$ cat config.mk
export PLATFORM = sky130hd
export DESIGN_NAME = jtag_dbg_bridge
export DESIGN_NICKNAME = d
export VERILOG_FILES = /design/src/hdl/bridge_cfg_pkg.sv /design/src/hdl/jtag_pkg.sv /design/src/hdl/jtag_dr_if.sv /design/src/hdl/jtag_dbg_bridge.sv /design/src/hdl/jtag_dr_path.sv /design/src/hdl/jtag_dr_ctrl.sv /design/src/hdl/tck_edge_timer.sv
export SDC_FILE = /design/constraint.sdc
export NUM_CORES = 1
export LEC_CHECK = 0
export BUFFER_PORTS_ARGS = -buffer_cell sky130_fd_sc_hd__buf_2
export CAP_MARGIN = 15
export CORE_MARGIN = 2
export CORE_UTILIZATION = 56
export DETAILED_ROUTE_END_ITERATION = 16
export PLACE_DENSITY_LB_ADDON = 0.08
export SYNTH_ARGS = -nofsm -noshare
export SYNTH_HDL_FRONTEND = slang
export SYNTH_SLANG_ARGS = --single-unit
$ cat constraint.sdc
create_clock -name clk48m -period 1.3 [get_ports clk48m]
set_input_delay 0.26 -clock clk48m [delete_from_list [all_inputs] [get_ports clk48m]]
set_output_delay 0.26 -clock clk48m [all_outputs]
set_load 0.03 [all_outputs]
$ cat src/hdl/bridge_cfg_pkg.sv
// Bridge sampling timing
`default_nettype none

package bridge_cfg_pkg;

	// flops between the async JTAG pins and clk48m logic
	localparam int SYNC_STAGES_DEF = 2;

	// clk48m cycles to wait after a seen tck rise before sampling
	localparam int SETTLE_DEF = 2;

	// wide enough for settle values 0..15
	typedef logic [3:0] settle_cnt_t;

endpackage

`default_nettype wire

$ cat src/hdl/jtag_pkg.sv
// JTAG data register types
`default_nettype none

package jtag_pkg;

	// user DR length, matches the system debug word
	localparam int DR_WIDTH = 32;

	// register contents as seen on both sides of the bridge
	typedef logic [DR_WIDTH-1:0] dr_word_t;

	// index of a single bit inside the word
	typedef logic [$clog2(DR_WIDTH)-1:0] dr_pos_t;

	// register tracking FSM
	typedef enum logic [1:0] {
		st_idle   = 2'd0, // no shift armed
		st_shift  = 2'd1, // jshift seen, next tick shifts
		st_update = 2'd2  // one cycle, hands word to system
	} dr_state_t;

endpackage

`default_nettype wire
$ cat src/hdl/jtag_dr_if.sv
// DR command interface
`default_nettype none

interface jtag_dr_if;

	logic shift_en;  // shift tdi into the top of the word
	logic sel_load;  // store sel_value as chain select
	logic sel_value; // 1 selects the second user chain
	logic update_en; // copy word and select to the system side

	// FSM side
	modport ctrl (
		output shift_en, sel_load, sel_value, update_en
	);

	// data register side, always accepts
	modport path (
		input shift_en, sel_load, sel_value, update_en
	);

endinterface

`default_nettype wire

$ cat src/hdl/jtag_dbg_bridge.sv
// JTAG debug register bridge
`default_nettype none

module jtag_dbg_bridge #(
	parameter int SYNC_STAGES   = bridge_cfg_pkg::SYNC_STAGES_DEF,
	parameter int SETTLE_CYCLES = bridge_cfg_pkg::SETTLE_DEF
) (
	input  logic               clk48m,
	input  logic               jrstn,
	input  logic               jtck,    // async JTAG pins from here
	input  logic               jtdi,
	input  logic               jshift,
	input  logic               jupdate,
	input  logic               jce1,
	input  logic               jce2,
	output jtag_pkg::dr_word_t dbgreg_in,
	output logic               dbgreg_sel,   // 1 when the second chain was used
	output logic               dbgreg_strobe // one cycle per update
);

	logic sample_tick;

	jtag_dr_if dr_if ();

	tck_edge_timer #(
		.SYNC_STAGES   (SYNC_STAGES),
		.SETTLE_CYCLES (SETTLE_CYCLES)
	) tck_edge_timer_inst (
		.clk48m      (clk48m),
		.jrstn       (jrstn),
		.jtck        (jtck),
		.sample_tick (sample_tick)
	);

	jtag_dr_ctrl #(
		.SYNC_STAGES (SYNC_STAGES)
	) jtag_dr_ctrl_inst (
		.clk48m      (clk48m),
		.jrstn       (jrstn),
		.sample_tick (sample_tick),
		.jshift      (jshift),
		.jupdate     (jupdate),
		.jce1        (jce1),
		.jce2        (jce2),
		.dr          (dr_if.ctrl)
	);

	jtag_dr_path #(
		.SYNC_STAGES (SYNC_STAGES)
	) jtag_dr_path_inst (
		.clk48m        (clk48m),
		.jrstn         (jrstn),
		.jtdi          (jtdi),
		.dr            (dr_if.path),
		.dbgreg_in     (dbgreg_in),
		.dbgreg_sel    (dbgreg_sel),
		.dbgreg_strobe (dbgreg_strobe)
	);

endmodule

`default_nettype wire

$ cat src/hdl/jtag_dr_path.sv
// JTAG DR data path
`default_nettype none

module jtag_dr_path #(
	parameter int SYNC_STAGES = bridge_cfg_pkg::SYNC_STAGES_DEF
) (
	input  logic               clk48m,
	input  logic               jrstn,
	input  logic               jtdi,
	jtag_dr_if.path            dr,
	output jtag_pkg::dr_word_t dbgreg_in,
	output logic               dbgreg_sel,
	output logic               dbgreg_strobe
);
	import jtag_pkg::*;

	localparam dr_pos_t TOP = dr_pos_t'(DR_WIDTH - 1);

	logic [SYNC_STAGES-1:0] tdi_sync; // same delay as tck and control pins
	logic                   tdi_s;
	dr_word_t               dr_shift;
	logic                   sel_q;    // last chain select seen

	assign tdi_s = tdi_sync[SYNC_STAGES-1];

	always_ff @(posedge clk48m) begin
		if (!jrstn) begin
			tdi_sync      <= '0;
			dr_shift      <= '0;
			sel_q         <= 1'b0;
			dbgreg_in     <= '0;
			dbgreg_sel    <= 1'b0;
			dbgreg_strobe <= 1'b0;
		end else begin
			tdi_sync      <= {tdi_sync[SYNC_STAGES-2:0], jtdi};
			dbgreg_strobe <= dr.update_en;
			if (dr.shift_en)
				dr_shift <= {tdi_s, dr_shift[TOP:1]}; // LSB first, ends up in bit 0
			if (dr.sel_load)
				sel_q <= dr.sel_value;
			if (dr.update_en) begin
				// values from before this cycle's shift and select load
				dbgreg_in  <= dr_shift;
				dbgreg_sel <= sel_q;
			end
		end
	end

	// update_en comes from a one-cycle FSM state, so the strobe is a pulse
	a_strobe_single: assert property (
		@(posedge clk48m) disable iff (!jrstn)
		dbgreg_strobe |=> !dbgreg_strobe
	) else $error("dbgreg_strobe high for two cycles");

endmodule

`default_nettype wire

$ cat src/hdl/jtag_dr_ctrl.sv
// JTAG DR controller
`default_nettype none

module jtag_dr_ctrl #(
	parameter int SYNC_STAGES = bridge_cfg_pkg::SYNC_STAGES_DEF
) (
	input  logic    clk48m,
	input  logic    jrstn,
	input  logic    sample_tick,
	input  logic    jshift,
	input  logic    jupdate,
	input  logic    jce1,
	input  logic    jce2,
	jtag_dr_if.ctrl dr
);
	import jtag_pkg::*;

	// {jshift, jupdate, jce1, jce2} per stage, same depth as tck
	logic [SYNC_STAGES-1:0][3:0] pin_sync;
	logic                        shift_s;
	logic                        update_s;
	logic                        ce1_s;
	logic                        ce2_s;
	dr_state_t                   state;
	dr_state_t                   state_next;

	assign {shift_s, update_s, ce1_s, ce2_s} = pin_sync[SYNC_STAGES-1];

	always_comb begin
		state_next = state;
		if (sample_tick) begin
			if (update_s)
				state_next = st_update;
			else if (shift_s)
				state_next = st_shift; // arms shifting for the next tick
			else
				state_next = st_idle;
		end else if (state == st_update) begin
			state_next = st_idle; // update lasts one cycle only
		end
	end

	always_ff @(posedge clk48m) begin
		if (!jrstn) begin
			pin_sync     <= '0;
			state        <= st_idle;
			dr.shift_en  <= 1'b0;
			dr.sel_load  <= 1'b0;
			dr.sel_value <= 1'b0;
		end else begin
			pin_sync     <= {pin_sync[SYNC_STAGES-2:0], {jshift, jupdate, jce1, jce2}};
			state        <= state_next;
			dr.shift_en  <= sample_tick && (state == st_shift); // jshift at previous tick
			dr.sel_load  <= sample_tick && (ce1_s || ce2_s);
			dr.sel_value <= sample_tick && ce2_s;
		end
	end

	// st_update is entered on the tick edge, so this lines up with the other commands
	assign dr.update_en = (state == st_update);

	// every command belongs to the tick one cycle earlier
	a_cmd_after_tick: assert property (
		@(posedge clk48m) disable iff (!jrstn)
		(dr.shift_en || dr.sel_load || dr.update_en) |-> $past(sample_tick)
	) else $error("DR command without a preceding sample tick");

endmodule

`default_nettype wire

$ cat src/hdl/tck_edge_timer.sv
// TCK edge timer
`default_nettype none

module tck_edge_timer #(
	parameter int SYNC_STAGES   = bridge_cfg_pkg::SYNC_STAGES_DEF,
	parameter int SETTLE_CYCLES = bridge_cfg_pkg::SETTLE_DEF
) (
	input  logic clk48m,
	input  logic jrstn,
	input  logic jtck,
	output logic sample_tick
);
	import bridge_cfg_pkg::*;

	localparam settle_cnt_t SETTLE_LOAD = settle_cnt_t'(SETTLE_CYCLES);

	logic [SYNC_STAGES-1:0] tck_sync; // bit 0 sees the raw pin
	logic                   tck_prev;
	logic                   tck_rise;
	settle_cnt_t            settle_cnt; // nonzero while waiting

	assign tck_rise = tck_sync[SYNC_STAGES-1] & ~tck_prev;

	always_ff @(posedge clk48m) begin
		if (!jrstn) begin
			tck_sync    <= '0;
			tck_prev    <= 1'b0;
			settle_cnt  <= '0;
			sample_tick <= 1'b0;
		end else begin
			tck_sync    <= {tck_sync[SYNC_STAGES-2:0], jtck};
			tck_prev    <= tck_sync[SYNC_STAGES-1];
			sample_tick <= 1'b0;
			if (tck_rise) begin
				// a fresh rise always restarts the wait
				settle_cnt <= SETTLE_LOAD;
				if (SETTLE_LOAD == '0)
					sample_tick <= 1'b1; // no settle, sample right away
			end else if (settle_cnt != '0) begin
				settle_cnt <= settle_cnt - 1'b1;
				if (settle_cnt == settle_cnt_t'(1))
					sample_tick <= 1'b1; // last settle cycle
			end
		end
	end

	// tck is far slower than clk48m, so one rise gives one single-cycle tick
	a_tick_single: assert property (
		@(posedge clk48m) disable iff (!jrstn)
		sample_tick |=> !sample_tick
	) else $error("sample_tick high for two cycles");

endmodule

`default_nettype wire

==> results.sh, run 1 <==
export IMPL_first_global_vias=1945
export IMPL_syn2layout_area_growth_pct=15.44
export IMPL_synthCells=318
export IMPL_leakage_nw=1.355
export IMPL_place_inst=416
export IMPL_pre_cts_ws_ns=0.005939
export IMPL_synth_nets=326
export IMPL_cp_end_kind="flop"
export IMPL_crit_arrival_ns=1.42
export IMPL_ir_drop_mv=0.8466
export IMPL_dieArea_sq_mm=0.006124
export IMPL_htree_levels=3
export IMPL_drc=0
export IMPL_hp_class="in2reg"
export IMPL_avgSynthCellArea_sq_um=9.711
export IMPL_wirelength_um=4681
export IMPL_synth_main_ff_cell="dfxtp_1"
export IMPL_timing_final_crit_share_pct=88.56
export IMPL_initial_core_util_pct=57.13
export IMPL_clockRootBuffer="clkbuf_8"
export IMPL_drt_pass1_iterations=4
export IMPL_maxCapViolations=0
export IMPL_layout_cells_non_filler=432
export IMPL_place_congestion=0.7138
export IMPL_skew_ns=0.007758
export IMPL_path_class="reg2reg"
export IMPL_diodes=0
export IMPL_cts_made_buffers=9
export IMPL_post_dp_cell_area_sq_mm=0.003331
export IMPL_place_hpwl_um=3020
export IMPL_hold_viol=0
export IMPL_finalMaxSlewViolations=0
export IMPL_postSynth_asyncResetShare_pct=0
export IMPL_fp_row_count=27
export IMPL_grt_pass1_wl_um=8445
export IMPL_layout_drive_gt1_share_pct=20.28
export IMPL_io_pin_count=42
export IMPL_required_ns=1.57
export IMPL_max_slew_margin_rel_pct=73.61
export IMPL_core_sq_mm=0.005405
export IMPL_setup_slack_ns=0.1488
export IMPL_antenna_found_initial=0
export IMPL_max_freq_mhz=868.6
export IMPL_portBuffers=41
export IMPL_grt_remaining_overflow=0
export IMPL_whs_ns=0.1305
export IMPL_cts_tree="done"
export IMPL_setup_viol=0
export IMPL_grt_max_degree=38
export IMPL_yosysUniqueCellTypes=23
export IMPL_post_cts_resized=1
export IMPL_drt_iter0_markers=83
export IMPL_worst_pin_slew_ns=0.3959
export IMPL_ant_nets=0
export IMPL_setup_tns_ns=0
export IMPL_powerDensity_mw_per_mm2=1386
export IMPL_netlist_area_sq_mm=0.003088
export IMPL_track_usage_pct=17.55
export IMPL_routed_via_density=4.759
export IMPL_clk_latency_ns=0.33
export IMPL_synth_edf_count=0
export IMPL_cts_buffer_depth=2
export IMPL_outcome="finished, final reports clean"
export IMPL_n_fill_cell=477
export IMPL_die_h_um=78.26
export IMPL_start_kind="flop"
export IMPL_via_count=2056
export IMPL_stdcell_area_sq_mm=0.003565
export IMPL_avgRoutedWirePerCell_um=10.84
export IMPL_rsz0062_at_grt="false"
export IMPL_post_cts_buffers=0
export IMPL_layout_min_cycle_time_ns=1.151
export IMPL_cts_hold_buf=0
export IMPL_ys_seq_elements=90
export IMPL_yosys_warnings=0
export IMPL_final_nets=363
export IMPL_clkTransAtPathRegs_ns=0.08
export IMPL_fp_dieW_um=78.26
export IMPL_clock_sinks=90
export IMPL_yosysSeqAreaShare_pct=58.35
export IMPL_cp_max_fo=33
## logic make-up (layout without fill, tap and decap cells)
kind of cell,count (synthesis),in the layout,synth area share (%)
mux,33,33,10.70
compound gates,40,40,7.537
simple gates,133,133,18.48
flops,90,90,58.35
buf+inv,22,64,4.943
## area by class of cell
| cell class | instances | area, sq um | area share, % |
|---|---|---|---|
| tap | 72 | 90.09 | 2.527 |
| sequential | 90 | 1803 | 50.58 |
| clock inverter | 4 | 73.82 | 2.071 |
| clock buffer | 12 | 155.1 | 4.352 |
| inverter | 1 | 3.754 | 0.1053 |
| timing repair buffer | 47 | 300.3 | 8.424 |
| multi-input combinational | 206 | 1139 | 31.94 |
## state kept, by name (all words and copies together), names as in the netlist, 2 cells and up
name and flops:
jtag_dr_ctrl_inst.state 2, jtag_dr_ctrl_inst.pin_sync 6, tck_edge_timer_inst.tck_sync 2, jtag_dr_path_inst.dbgreg_in 32
jtag_dr_path_inst.dr_shift 32, jtag_dr_path_inst.tdi_sync 2, tck_edge_timer_inst.settle_cnt 4
## metrics by stage
stage          util, %  total power [W]
3_3_place_gp     61.62         0.002930
2_1_floorplan        -         0.002900
5_1_grt          65.95         0.005131
4_1_cts          65.88         0.005015
3_5_place_dp     61.62         0.002931
6_report         65.95         0.004942
## worst max-delay path, stage by stage (launching register included)
cell     delay (ns)
dfxtp_1        0.33
and2b_4        0.50
nand2_1        0.12
a21oi_2        0.13
## power by group
part           switching [W]  internal (W)  total (W)
clock network       0.000888       0.00119    0.00208
logic              0.0000523     0.0000332  0.0000854
registers         0.00000598       0.00277    0.00278
total               0.000946       0.00400    0.00494
## cell usage after synthesis, types with 2 or more instances
cell type  number  area [sq um]
o21ai_0         2         10.01
and2_1         14         87.58
nand3b_1        3         22.52
nor3_1          2         10.01
a21oi_2         7         61.31
clkbuf_1        5         18.77
buf_4           7         52.55
buf_2           5         25.02
nand2_1        70         262.8
a21oi_1        29         145.1
and3_1          2         12.51
clkbuf_8        3         41.29
dfxtp_1        90          1802
nand2b_1        2         12.51
nor2_1         37         138.9
mux2i_1        33         330.3
## cells in the final DEF, fill, tap and decap left out, drive strengths merged, types with 2 or more instances in the layout
cell / Yosys / routed
nand3b: 3 / 3
clkinv: 0 / 2
clkbuf: 8 / 12
o21ai: 2 / 2
nand2: 70 / 70
nand2b: 2 / 2
and2: 14 / 14
mux2i: 33 / 33
a21oi: 36 / 36
and3: 2 / 2
nor3: 2 / 2
nor2: 37 / 37
bufinv: 0 / 2
buf: 13 / 47
dfxtp: 90 / 90
## path summary, 6_finish.rpt
check | start | to | slack [ns] | cells after the start
worst max-delay path | jtag_dr_ctrl_inst.state[0] | jtag_dr_path_inst.dbgreg_in[17] | 0.15 | 3
worst min-delay path | jtck | tck_edge_timer_inst.tck_sync[0] | 0.13 | 2
worst max register to register | jtag_dr_ctrl_inst.state[0] | jtag_dr_path_inst.dbgreg_in[17] | 0.15 | 3
worst min register to register | jtag_dr_ctrl_inst.pin_sync[2] | jtag_dr_ctrl_inst.pin_sync[6] | 0.43 | 1
## metal layers
layer  global-route usage [%]  wire (um)  vias to the layer above
met5                        0          0                        -
met4                    7.368         53                        0
met3                    5.632        164                        6
met2                    26.90       2133                       31
met1                    22.96       2330                      913
li1                         -          -                     1106
Power figures use the tool's default switching activity.
==> run 2, diff against run 1 <==
CORE_MARGIN = 1.5   (was 2)
GPL_TIMING_DRIVEN = 1   (was unset)
==> results.sh, run 2 (synthesized netlist as in run 1, its figures left out) <==
export IMPL_n_fill_cell=442
export IMPL_worst_r2r_path_depth=3
export IMPL_via_count=2063
export IMPL_setup_tns_ns=0
export IMPL_diodes=0
export IMPL_clock_sinks=90
export IMPL_cp_slowest_cell="and2b_4"
export IMPL_wirelength_um=4834
export IMPL_layout_drive_gt1_share_pct=20.22
export IMPL_min_path_cells=2
export IMPL_cp_max_fo=33
export IMPL_final_nets=364
export IMPL_fp_row_count=26
export IMPL_syn2layout_area_growth_pct=14.71
export IMPL_dieArea_sq_mm=0.005968
export IMPL_cts_buffer_depth=2
export IMPL_max_slew_margin_rel_pct=73.71
export IMPL_timing_final_crit_share_pct=88.69
export IMPL_htree_levels=3
export IMPL_layout_min_cycle_time_ns=1.153
export IMPL_initial_core_util_pct=59.33
export IMPL_cts_tree="done"
export IMPL_setup_viol=0
export IMPL_drt_pass1_iterations=4
export IMPL_start_kind="flop"
export IMPL_drt_iter0_markers=84
export IMPL_ir_drop_mv=0.9301
export IMPL_maxCapViolations=0
export IMPL_whs_ns=0.1158
export IMPL_required_ns=1.59
export IMPL_portBuffers=41
export IMPL_reg_top3="jtag_dr_path_inst.dbgreg_in: 32 flops, jtag_dr_path_inst.dr_shift: 32 flops, jtag_dr_ctrl_inst.pin_sync: 6 flops"
export IMPL_avgRoutedWirePerCell_um=11.22
export IMPL_final_common_cell="dfxtp_1"
export IMPL_max_freq_mhz=867.4
export IMPL_grt_pass1_wl_um=8411
export IMPL_skew_ns=0.009276
export IMPL_path_class="reg2reg"
export IMPL_first_global_vias=1964
export IMPL_fp_dieW_um=77.26
export IMPL_post_cts_buffers=0
export IMPL_powerDensity_mw_per_mm2=1341
export IMPL_clk_latency_ns=0.35
export IMPL_cp_end_kind="flop"
export IMPL_worstPathCellList="and2b_4 > nand2_1 > a21oi_2"
export IMPL_routed_via_density=4.787
export IMPL_io_pin_count=42
export IMPL_hold_viol=0
export IMPL_ant_nets=0
export IMPL_rsz0062_at_grt="false"
export IMPL_worst_pin_slew_ns=0.3943
export IMPL_clkTransAtPathRegs_ns=0.08
export IMPL_core_sq_mm=0.005205
export IMPL_drc=0
export IMPL_layout_cells_non_filler=431
export IMPL_finalMaxSlewViolations=0
export IMPL_outcome="finished, final reports clean"
export IMPL_leakage_nw=1.340
export IMPL_antenna_found_initial=0
export IMPL_hp_class="in2reg"
export IMPL_clockRootBuffer="clkbuf_8"
export IMPL_crit_arrival_ns=1.44
export IMPL_grt_max_degree=47
export IMPL_cts_made_buffers=9
export IMPL_layout_common_cells="89 x dfxtp_1, 70 x nand2_1, 41 x buf_2"
export IMPL_place_hpwl_um=3082
export IMPL_slowest_delay_ns=0.50
export IMPL_die_h_um=77.26
export IMPL_grt_remaining_overflow=0
export IMPL_place_inst=415
export IMPL_place_congestion=0.7094
export IMPL_track_usage_pct=17.90
## run 2: cell count changes in the layout (fill, tap and decap cells not counted)
cell        previous run  this run
clkinvlp_4             0         2
a21oi_1               28        29
buf_4                  2         3
clkinv_4               1         0
bufinv_16              2         1
a21oi_2                8         7
## run 2: stage by stage
step                      utilization [%]  worst slack [ns]  cell area (sq um)  power [W]
after floorplan                         -            0.2437               3088   0.002900
after global placement              64.09           0.05152               3336   0.002929
after detailed placement            64.09           0.02297               3336   0.002928
after CTS                           68.05            0.1211               3542   0.004818
after global routing                68.05           0.01736               3542   0.004933
final                               68.05            0.1471               3542   0.004751
## run 2: critical path: cells and delay by family, from the launching register on
kind / cells / cell delay (ns)
flops: 1 / 0.34
compound gates: 1 / 0.12
simple gates: 2 / 0.63
## run 2: repair_timing
item / in CTS / in global routing
gates resized for setup: 1 / 0
hold buffers: 0 / 0
endpoints found under the setup margin: 2 / 0
## run 2: final timing paths
kind,start,slack [ns],end
worst min-delay path,jtdi,0.12,jtag_dr_path_inst.tdi_sync[0]
worst min register to register,jtag_dr_path_inst.tdi_sync[0],0.44,jtag_dr_path_inst.tdi_sync[1]
worst max register to register,jtag_dr_ctrl_inst.state[0],0.15,jtag_dr_path_inst.dbgreg_in[5]
worst max-delay path,jtag_dr_ctrl_inst.state[0],0.15,jtag_dr_path_inst.dbgreg_in[5]
## run 2: final cells by class
| class | count | area (sq um) | area share (%) |
|---|---|---|---|
| Tap cell | 70 | 87.58 | 2.473 |
| Clock inverter | 4 | 50.05 | 1.413 |
| Sequential cell | 90 | 1803 | 50.90 |
| Clock buffer | 12 | 155.1 | 4.380 |
| Timing Repair Buffer | 48 | 307.8 | 8.689 |
| Inverter | 1 | 3.754 | 0.1060 |
| Multi-Input combinational cell | 206 | 1135 | 32.04 |
## run 2: power breakdown
| part | internal, W | leakage [nW] | switching, W | total (W) |
|---|---|---|---|---|
| Combinational | 0.0000311 | 0.513 | 0.0000518 | 0.0000829 |
| Sequential | 0.00277 | 0.728 | 0.00000642 | 0.00278 |
| Clock | 0.000991 | 0.0986 | 0.000898 | 0.00189 |
## run 2: metal layers
metal	global-route usage [%]	wire, um	share of wire [%]
met2	29.39	2168	45
met5	0	0	0
met4	11.45	114	2.4
met1	21.27	2413	50
met3	3.571	137	2.8
